### src/include/tmds_defs.svh
`ifndef TMDS_DEFS_SVH
`define TMDS_DEFS_SVH

// width of one TMDS character
`define TMDS_SYM_W 10

// cycles the decoder holds data back to see coming periods
`define TMDS_LOOKAHEAD 2

// leading and trailing guard band length
`define TMDS_GUARD_LEN 2

// control period characters, indexed by {c1, c0}
`define TMDS_CTRL_00 10'b1101010100
`define TMDS_CTRL_01 10'b0010101011
`define TMDS_CTRL_10 10'b0101010100
`define TMDS_CTRL_11 10'b1010101011

// video leading guard band, channels 0/2 and channel 1
`define TMDS_VGUARD_A 10'b1011001100
`define TMDS_VGUARD_B 10'b0100110011

// island guard band on channels 1 and 2
`define TMDS_DGUARD_B 10'b0100110011

`endif

### src/logic/tmds_pkg.sv
`default_nettype none

package tmds_pkg;

    // what a lane transmits in a given pixel clock
    typedef enum logic [2:0] {
        period_control      = 3'd0,
        period_video        = 3'd1,
        period_video_guard  = 3'd2,
        period_island       = 3'd3,
        period_island_guard = 3'd4
    } tmds_period_e;

    // island view of the lane payload byte
    typedef struct packed {
        logic [1:0] spare;
        // control pair, channel 0 carries {vsync, hsync}
        logic [1:0] ctl;
        logic [3:0] nibble;
    } tmds_island_s;

    // pixel byte during video, island fields otherwise
    typedef union packed {
        logic [7:0]   pixel;
        tmds_island_s island;
    } tmds_payload_u;

endpackage

`default_nettype wire

### src/logic/tmds_lane_if.sv
`timescale 1ns/100ps
`default_nettype none

`include "tmds_defs.svh"

interface tmds_lane_if import tmds_pkg::*; ();

    tmds_period_e              period;
    tmds_payload_u             payload;
    logic [1:0]                ctl;
    // transition-minimised video character
    logic [`TMDS_SYM_W-1:0]    video_sym;

    modport decode (
        output period, payload, ctl
    );

    modport encode (
        input  period, payload,
        output video_sym
    );

    modport select (
        input period, payload, ctl, video_sym
    );

endinterface

`default_nettype wire

### src/logic/tmds_period_decode.sv
`timescale 1ns/100ps
`default_nettype none

`include "tmds_defs.svh"

module tmds_period_decode import tmds_pkg::*; (
    input  logic        pxl_clk,
    input  logic        rst_n,
    input  logic [23:0] rgb,
    input  logic        video_de,
    input  logic        hsync,
    input  logic        vsync,
    input  logic [3:0]  ctl,
    input  logic        island_de,
    input  logic [11:0] island_data,
    tmds_lane_if.decode lane0,
    tmds_lane_if.decode lane1,
    tmds_lane_if.decode lane2
);

    localparam int LA    = `TMDS_LOOKAHEAD;
    localparam int RUN_W = $clog2(`TMDS_GUARD_LEN + 1);

    // index k holds the sample taken k cycles ago
    logic [LA:1]      vde_q;
    logic [LA:1]      ide_q;
    logic [23:0]      rgb_q [1:LA];
    logic [5:0]       ctl_q [1:LA];
    logic [11:0]      nib_q [1:LA];

    // island samples already seen in the current run
    logic [RUN_W-1:0] run_cnt;

    // bit LA is the sample being classified, bit 0 the live input
    logic [LA:0]      vde_win;
    logic [LA:0]      ide_win;
    tmds_period_e     period;

    function automatic tmds_payload_u lane_payload(
        input tmds_period_e p,
        input logic [7:0]   pix,
        input logic [1:0]   c,
        input logic [3:0]   nib
    );
        tmds_payload_u pl;
        if (p == period_video) begin
            pl.pixel = pix;
        end else begin
            pl.island.spare  = 2'b00;
            pl.island.ctl    = c;
            pl.island.nibble = nib;
        end
        return pl;
    endfunction

    assign vde_win = {vde_q, video_de};
    assign ide_win = {ide_q, island_de};

    always_ff @(posedge pxl_clk or negedge rst_n) begin
        if (!rst_n) begin
            vde_q <= '0;
            ide_q <= '0;
            for (int k = 1; k <= LA; k++) begin
                rgb_q[k] <= '0;
                ctl_q[k] <= '0;
                nib_q[k] <= '0;
            end
        end else begin
            vde_q    <= vde_win[LA-1:0];
            ide_q    <= ide_win[LA-1:0];
            rgb_q[1] <= rgb;
            // channel pairs packed as {ch2, ch1, ch0}
            ctl_q[1] <= {ctl, vsync, hsync};
            nib_q[1] <= island_data;
            for (int k = 2; k <= LA; k++) begin
                rgb_q[k] <= rgb_q[k-1];
                ctl_q[k] <= ctl_q[k-1];
                nib_q[k] <= nib_q[k-1];
            end
        end
    end

    // saturates once past the leading guard
    always_ff @(posedge pxl_clk or negedge rst_n) begin
        if (!rst_n) begin
            run_cnt <= '0;
        end else if (!ide_win[LA]) begin
            run_cnt <= '0;
        end else if (run_cnt != RUN_W'(`TMDS_GUARD_LEN)) begin
            run_cnt <= run_cnt + 1'b1;
        end
    end

    always_comb begin
        if (vde_win[LA]) begin
            period = period_video;
        end else if (|vde_win[LA-1:0]) begin
            period = period_video_guard;
        end else if (ide_win[LA]) begin
            // leading guard by run count, trailing guard by lookahead
            if (run_cnt < RUN_W'(`TMDS_GUARD_LEN) || !(&ide_win[LA-1:0])) begin
                period = period_island_guard;
            end else begin
                period = period_island;
            end
        end else begin
            period = period_control;
        end
    end

    // blue, green, red on channels 0, 1, 2
    assign lane0.period  = period;
    assign lane0.ctl     = ctl_q[LA][1:0];
    assign lane0.payload = lane_payload(period, rgb_q[LA][7:0], ctl_q[LA][1:0],
                                        nib_q[LA][3:0]);

    assign lane1.period  = period;
    assign lane1.ctl     = ctl_q[LA][3:2];
    assign lane1.payload = lane_payload(period, rgb_q[LA][15:8], ctl_q[LA][3:2],
                                        nib_q[LA][7:4]);

    assign lane2.period  = period;
    assign lane2.ctl     = ctl_q[LA][5:4];
    assign lane2.payload = lane_payload(period, rgb_q[LA][23:16], ctl_q[LA][5:4],
                                        nib_q[LA][11:8]);

endmodule

`default_nettype wire

### src/logic/tmds_video_encode.sv
`timescale 1ns/100ps
`default_nettype none

`include "tmds_defs.svh"

module tmds_video_encode import tmds_pkg::*; #(
    parameter int CHANNEL = 0
) (
    input  logic        pxl_clk,
    input  logic        rst_n,
    tmds_lane_if.encode lane
);

    logic [7:0]              pix;
    logic [3:0]              n1_d;
    logic                    use_xnor;
    logic [8:0]              q_m;
    logic [3:0]              n1_q;
    logic [3:0]              n0_q;
    // ones minus zeros of q_m[7:0]
    logic signed [4:0]       bal;
    logic signed [4:0]       disp;
    logic signed [4:0]       disp_next;
    logic [`TMDS_SYM_W-1:0]  q_out;

    if (CHANNEL < 0 || CHANNEL > 2) begin : g_bad_channel
        $error("tmds_video_encode: CHANNEL %0d out of range", CHANNEL);
    end

    assign pix = lane.payload.pixel;

    // stage 1, transition minimising
    always_comb begin
        n1_d = '0;
        for (int i = 0; i < 8; i++) begin
            n1_d = n1_d + 4'(pix[i]);
        end
        use_xnor = (n1_d > 4'd4) || (n1_d == 4'd4 && !pix[0]);

        q_m[0] = pix[0];
        for (int i = 1; i < 8; i++) begin
            if (use_xnor) begin
                q_m[i] = ~(q_m[i-1] ^ pix[i]);
            end else begin
                q_m[i] = q_m[i-1] ^ pix[i];
            end
        end
        // set when the XOR chain was used
        q_m[8] = ~use_xnor;

        n1_q = '0;
        for (int i = 0; i < 8; i++) begin
            n1_q = n1_q + 4'(q_m[i]);
        end
        n0_q = 4'd8 - n1_q;
        bal  = $signed({1'b0, n1_q}) - $signed({1'b0, n0_q});
    end

    // stage 2, DC balancing per HDMI 5.4.4.1
    always_comb begin
        if (disp == 5'sd0 || n1_q == n0_q) begin
            q_out[9] = ~q_m[8];
            q_out[8] = q_m[8];
            if (q_m[8]) begin
                q_out[7:0] = q_m[7:0];
                disp_next  = disp + bal;
            end else begin
                q_out[7:0] = ~q_m[7:0];
                disp_next  = disp - bal;
            end
        end else if ((disp > 5'sd0 && n1_q > n0_q) || (disp < 5'sd0 && n0_q > n1_q)) begin
            // invert to pull the count back toward zero
            q_out     = {1'b1, q_m[8], ~q_m[7:0]};
            disp_next = disp + (q_m[8] ? 5'sd2 : 5'sd0) - bal;
        end else begin
            q_out     = {1'b0, q_m[8], q_m[7:0]};
            disp_next = disp - (q_m[8] ? 5'sd0 : 5'sd2) + bal;
        end
    end

    // counter restarts at zero outside video
    always_ff @(posedge pxl_clk or negedge rst_n) begin
        if (!rst_n) begin
            disp <= '0;
        end else if (lane.period == period_video) begin
            disp <= disp_next;
        end else begin
            disp <= '0;
        end
    end

    assign lane.video_sym = q_out;

endmodule

`default_nettype wire

### src/logic/tmds_symbol_select.sv
`timescale 1ns/100ps
`default_nettype none

`include "tmds_defs.svh"

module tmds_symbol_select import tmds_pkg::*; #(
    parameter int CHANNEL = 0
) (
    input  logic                   pxl_clk,
    input  logic                   rst_n,
    tmds_lane_if.select            lane,
    output logic [`TMDS_SYM_W-1:0] tmds
);

    logic [`TMDS_SYM_W-1:0] ctrl_sym;
    logic [`TMDS_SYM_W-1:0] terc4_sym;
    logic [`TMDS_SYM_W-1:0] vguard_sym;
    logic [`TMDS_SYM_W-1:0] dguard_sym;

    // HDMI 5.4.2 control characters
    function automatic logic [`TMDS_SYM_W-1:0] ctrl_code(input logic [1:0] c);
        case (c)
            2'b00:   return `TMDS_CTRL_00;
            2'b01:   return `TMDS_CTRL_01;
            2'b10:   return `TMDS_CTRL_10;
            default: return `TMDS_CTRL_11;
        endcase
    endfunction

    // HDMI 5.4.3 TERC4 table
    function automatic logic [`TMDS_SYM_W-1:0] terc4_code(input logic [3:0] nib);
        case (nib)
            4'h0:    return 10'b1010011100;
            4'h1:    return 10'b1001100011;
            4'h2:    return 10'b1011100100;
            4'h3:    return 10'b1011100010;
            4'h4:    return 10'b0101110001;
            4'h5:    return 10'b0100011110;
            4'h6:    return 10'b0110001110;
            4'h7:    return 10'b0100111100;
            4'h8:    return 10'b1011001100;
            4'h9:    return 10'b0100111001;
            4'ha:    return 10'b0110011100;
            4'hb:    return 10'b1011000110;
            4'hc:    return 10'b1010001110;
            4'hd:    return 10'b1001110001;
            4'he:    return 10'b0101100011;
            default: return 10'b1011000011;
        endcase
    endfunction

    always_comb begin
        ctrl_sym  = ctrl_code(lane.ctl);
        terc4_sym = terc4_code(lane.payload.island.nibble);

        if (CHANNEL == 1) begin
            vguard_sym = `TMDS_VGUARD_B;
        end else begin
            vguard_sym = `TMDS_VGUARD_A;
        end

        // channel 0 guard still carries the syncs
        if (CHANNEL == 0) begin
            dguard_sym = terc4_code({2'b11, lane.payload.island.ctl});
        end else begin
            dguard_sym = `TMDS_DGUARD_B;
        end
    end

    always_ff @(posedge pxl_clk or negedge rst_n) begin
        if (!rst_n) begin
            tmds <= `TMDS_CTRL_00;
        end else begin
            case (lane.period)
                period_video:        tmds <= lane.video_sym;
                period_video_guard:  tmds <= vguard_sym;
                period_island:       tmds <= terc4_sym;
                period_island_guard: tmds <= dguard_sym;
                default:             tmds <= ctrl_sym;
            endcase
        end
    end

endmodule

`default_nettype wire

### src/logic/hdmi_tmds_tx.sv
`timescale 1ns/100ps
`default_nettype none

`include "tmds_defs.svh"

module hdmi_tmds_tx (
    input  logic                   pxl_clk,
    input  logic                   rst_n,
    input  logic [23:0]            rgb,
    input  logic                   video_de,
    input  logic                   hsync,
    input  logic                   vsync,
    input  logic [3:0]             ctl,
    input  logic                   island_de,
    input  logic [11:0]            island_data,
    output logic [`TMDS_SYM_W-1:0] tmds0,
    output logic [`TMDS_SYM_W-1:0] tmds1,
    output logic [`TMDS_SYM_W-1:0] tmds2
);

    tmds_lane_if lane0_if ();
    tmds_lane_if lane1_if ();
    tmds_lane_if lane2_if ();

    // one classifier shared by all three channels
    tmds_period_decode u_decode (
        .pxl_clk     (pxl_clk),
        .rst_n       (rst_n),
        .rgb         (rgb),
        .video_de    (video_de),
        .hsync       (hsync),
        .vsync       (vsync),
        .ctl         (ctl),
        .island_de   (island_de),
        .island_data (island_data),
        .lane0       (lane0_if),
        .lane1       (lane1_if),
        .lane2       (lane2_if)
    );

    tmds_video_encode #(.CHANNEL(0)) u_encode0 (
        .pxl_clk (pxl_clk),
        .rst_n   (rst_n),
        .lane    (lane0_if)
    );

    tmds_video_encode #(.CHANNEL(1)) u_encode1 (
        .pxl_clk (pxl_clk),
        .rst_n   (rst_n),
        .lane    (lane1_if)
    );

    tmds_video_encode #(.CHANNEL(2)) u_encode2 (
        .pxl_clk (pxl_clk),
        .rst_n   (rst_n),
        .lane    (lane2_if)
    );

    tmds_symbol_select #(.CHANNEL(0)) u_select0 (
        .pxl_clk (pxl_clk),
        .rst_n   (rst_n),
        .lane    (lane0_if),
        .tmds    (tmds0)
    );

    tmds_symbol_select #(.CHANNEL(1)) u_select1 (
        .pxl_clk (pxl_clk),
        .rst_n   (rst_n),
        .lane    (lane1_if),
        .tmds    (tmds1)
    );

    tmds_symbol_select #(.CHANNEL(2)) u_select2 (
        .pxl_clk (pxl_clk),
        .rst_n   (rst_n),
        .lane    (lane2_if),
        .tmds    (tmds2)
    );

endmodule

`default_nettype wire

### config.mk
export PLATFORM = sky130hd
export DESIGN_NAME = hdmi_tmds_tx
export DESIGN_NICKNAME = d
export VERILOG_FILES = /design/src/logic/tmds_pkg.sv /design/src/logic/tmds_lane_if.sv /design/src/logic/tmds_period_decode.sv /design/src/logic/tmds_video_encode.sv /design/src/logic/tmds_symbol_select.sv /design/src/logic/hdmi_tmds_tx.sv
export VERILOG_INCLUDE_DIRS = /design/src /design/src/include
export SDC_FILE = /design/constraint.sdc
export NUM_CORES = 1
export LEC_CHECK = 0
export ABC_AREA = 0
export CAP_MARGIN = 20
export CORE_MARGIN = 3
export CORE_UTILIZATION = 55
export CTS_BUF_LIST = sky130_fd_sc_hd__clkbuf_8
export DETAILED_ROUTE_END_ITERATION = 8
export DONT_BUFFER_PORTS = 1
export PLACE_DENSITY = 0.8
export SLEW_MARGIN = 20
export SYNTH_ARGS = -nofsm -noshare
export SYNTH_HDL_FRONTEND = slang
export SYNTH_SLANG_ARGS = --single-unit
### constraint.sdc
create_clock -name pxl_clk -period 12.05 [get_ports pxl_clk]
set_clock_uncertainty 0.05 [all_clocks]
set_input_delay 1.8075 -clock pxl_clk [delete_from_list [all_inputs] [get_ports pxl_clk]]
set_output_delay 1.8075 -clock pxl_clk [all_outputs]
set_load 0.1 [all_outputs]
==> impl_metrics.yaml <==
clock_tree:
  clkTransAtPathRegs_ps: 80
  ctsRootBufferMaster: "clkbuf_8"
  postCtsHoldBufs: 0
  cts_buffer_depth: 2
  clkSinkCount: 135
  clk_latency_ps: 450
  cts_made_buffers: 17
  cts_tree: "yes"
  h-tree-depth: 4
  cts_resized: 0
  post-cts-setup-buffer-count: 0
cells_and_area:
  final_layout_size_suffix_gt1_frac: 0.104
  stdcell_area_um2: 10000
  syn_to_final_growth_pct: 6.43
  nets: 1080
  utilization: 0.601
  seq_area_um2: 3400
  multiInputGateArea_um2: 5520
  fillers: 1368
grt:
  grt.total_usage: 0.216
  grt_pass1_wl_mm: 32.0
  grt_pass1_vias: 6438
  grt_overflow: 0
  antenna_found_initial: 1
  grt_max_degree: 136
logic_synthesis:
  synth_most_common_cell: "dfrtp_1"
  yosysTopAreaCellShare: 0.318
  yosys.area.top_type: "dfrtp_1"
  synth-seq-cells: 135
  yosysWarnings: 0
  ys_top_cells_by_count: "120 x dfrtp_1, 101 x inv_1, 100 x ha_1"
  syn_area_um2: 9430
  synthCells: 902
  ys_seq_area_frac: 0.360
  synthFlopType: "dfrtp_1"
  synth_edf_count: 0
  synth_area_leaders: "dfrtp_1 32%, ha_1 13%, fa_1 7.6%"
  syn_nets: 1084
  async_reset_ff_frac: 1.00
  synth.avg_cell_area_um2: 10.5
  yosys.cell_types.count: 68
placement:
  dp_hpwl_mm: 14.3
  dpl_cell_area_um2: 9620
  pre_cts_ws_ps: 1820
  io_buffers: 0
  place_congestion: 0.969
drt:
  drt_first_pass_iters: 5
  post_drt_wl_per_cell_um: 16.7
  drt_first_iter_violations: 450
  vias: 6358
  viasPerCell: 5.62
  drt_wl_total_mm: 18.9
  ant_nets: 0
  drc: 0
critical_path:
  crit_arrival_ps: 10530
  r2r_slack_ps: 1840
  slowest_stage: "dfrtp_2"
  max_stage_delay_ps: 810
  cp-end-kind: "flop"
  worst-path-buf-inv: 8
  cp_top_family: "adder cells"
  r2r_end: "u_encode1.disp[4]$_DFF_PN0_"
  required_ps: 12370
  critPathKind: "reg -> reg"
  critPathMostFrequentCell: "fa_1"
  reg2regPathDepth: 33
  cp.depth: 33
  cp-start-kind: "flop"
  cp_max_fo: 32
  crit_path_start: "u_decode.vde_q[2]$_DFF_PN0_"
  crit_end: "u_encode1.disp[4]$_DFF_PN0_"
  r2r-start: "u_decode.vde_q[2]$_DFF_PN0_"
floorplanning:
  rows: 47
  die_y_um: 137
  design.portCount: 76
  initial_core_util: 0.565
  core_region_area_um2: 16700
  fp.dieW_um: 137
  dieArea_um2: 18800
run_status:
  outcome: "finished clean"
worst_hold_path:
  min_path_type: "reg -> reg"
timing:
  period_share: 0.847
  rsz0062_at_grt: "no"
  worst_slew_pin_slew_ps: 962
  finalHoldViolCount: 0
  finalSetupViolations: 0
  setup_slack_ps: 1840
  slew_headroom: 0.353
  fmax_mhz: 97.9
  tns_ps: 0
  final_max_slew_viol_count: 0
  fin_crit_ps: 10210
flow_run:
  cap_violations: 0
-- cell usage in the layout, fill, tap and decap left out, types with 4 or more instances in the layout --
cell and instances:
and2_1 15, nor2_1 48, a21oi_1 44, o211ai_1 13, xnor2_2 4, o22ai_1 9, dfstp_2 15, o221ai_1 7
nand2b_1 6, a31oi_1 13, fa_1 36, nor3_1 6, xor2_1 29, nand2_1 46, clkbuf_8 20, a22oi_1 5
nand3_1 10, o31ai_1 5, dfrtp_1 119, nor2b_1 10, or2_2 4, or4_1 4, mux2i_2 5, o21ai_1 12
inv_1 101, mux2_2 5, o21ai_0 34, buf_4 5, a211oi_1 11, o21a_1 4, xnor2_1 62, ha_1 100
mux2i_1 34, a21o_1 9
-- sequential cells by signal, summed over array words and instances (netlist names), 5 cells and up --
name	count
u_select1.tmds	10
u_decode.ctl_q	6
u_decode.rgb_q	48
u_encode1.disp	5
u_encode0.disp	5
u_encode2.disp	5
u_select0.tmds	10
u_decode.nib_q	24
u_select2.tmds	10
-- worst min-delay path by stage --
stage	startpoint	to	slack, ps	cells past startpoint
after floorplan	u_decode.ctl_q[6]$_DFF_PN0_	u_decode.lane0.ctl[0]$_DFF_PN0_	280	0
after global placement	u_decode.rgb_q[26]$_DFF_PN0_	u_decode.rgb_q[2]$_DFF_PN0_	280	0
after detailed placement	u_decode.ctl_q[6]$_DFF_PN0_	u_decode.lane0.ctl[0]$_DFF_PN0_	280	0
after CTS	u_decode.rgb_q[45]$_DFF_PN0_	u_decode.rgb_q[21]$_DFF_PN0_	300	0
after global routing	u_decode.rgb_q[38]$_DFF_PN0_	u_decode.rgb_q[14]$_DFF_PN0_	310	0
final	u_decode.rgb_q[45]$_DFF_PN0_	u_decode.rgb_q[21]$_DFF_PN0_	290	0
-- cell families (layout without fill, tap and decap cells) --
family,Yosys count,after routing,synth area share
multiplexers,48,48,0.0589
other,0,1,0
flip-flops,135,135,0.360
adder cells (fa/ha/maj),136,136,0.209
AO/OA/AOI/OAI,191,191,0.136
XOR/XNOR,98,98,0.0977
AND/OR/NAND/NOR,162,162,0.0834
buffers and inverters,132,141,0.0548
-- layout make-up --
| cell class | count | share of cell area |
|---|---|---|
| clock inverter | 12 | 0.0141 |
| sequential | 135 | 0.338 |
| clock buffer | 20 | 0.0274 |
| antenna | 1 | 0.000249 |
| tap | 220 | 0.0274 |
| inverter | 104 | 0.0389 |
| multi-input combinational | 635 | 0.550 |
| timing repair buffer | 5 | 0.00374 |
-- metrics by stage --
step	cells	hold WS (ps)
final	1132	295
after detailed placement	1099	285
after CTS	1131	299
after global placement	1099	281
after global routing	1132	309
after floorplan	902	281
-- metal layers --
metal / up-vias / global-route usage / wire length [um]
met3: 42 / 0.0504 / 941
met2: 183 / 0.353 / 9060
met5: - / 0 / 0
li1: 3039 / - / -
met1: 3094 / 0.285 / 8460
met4: 0 / 0.0726 / 476
Power is not shown: default switching activity piles up to over one toggle a cycle in this logic, so the estimate is an artifact.
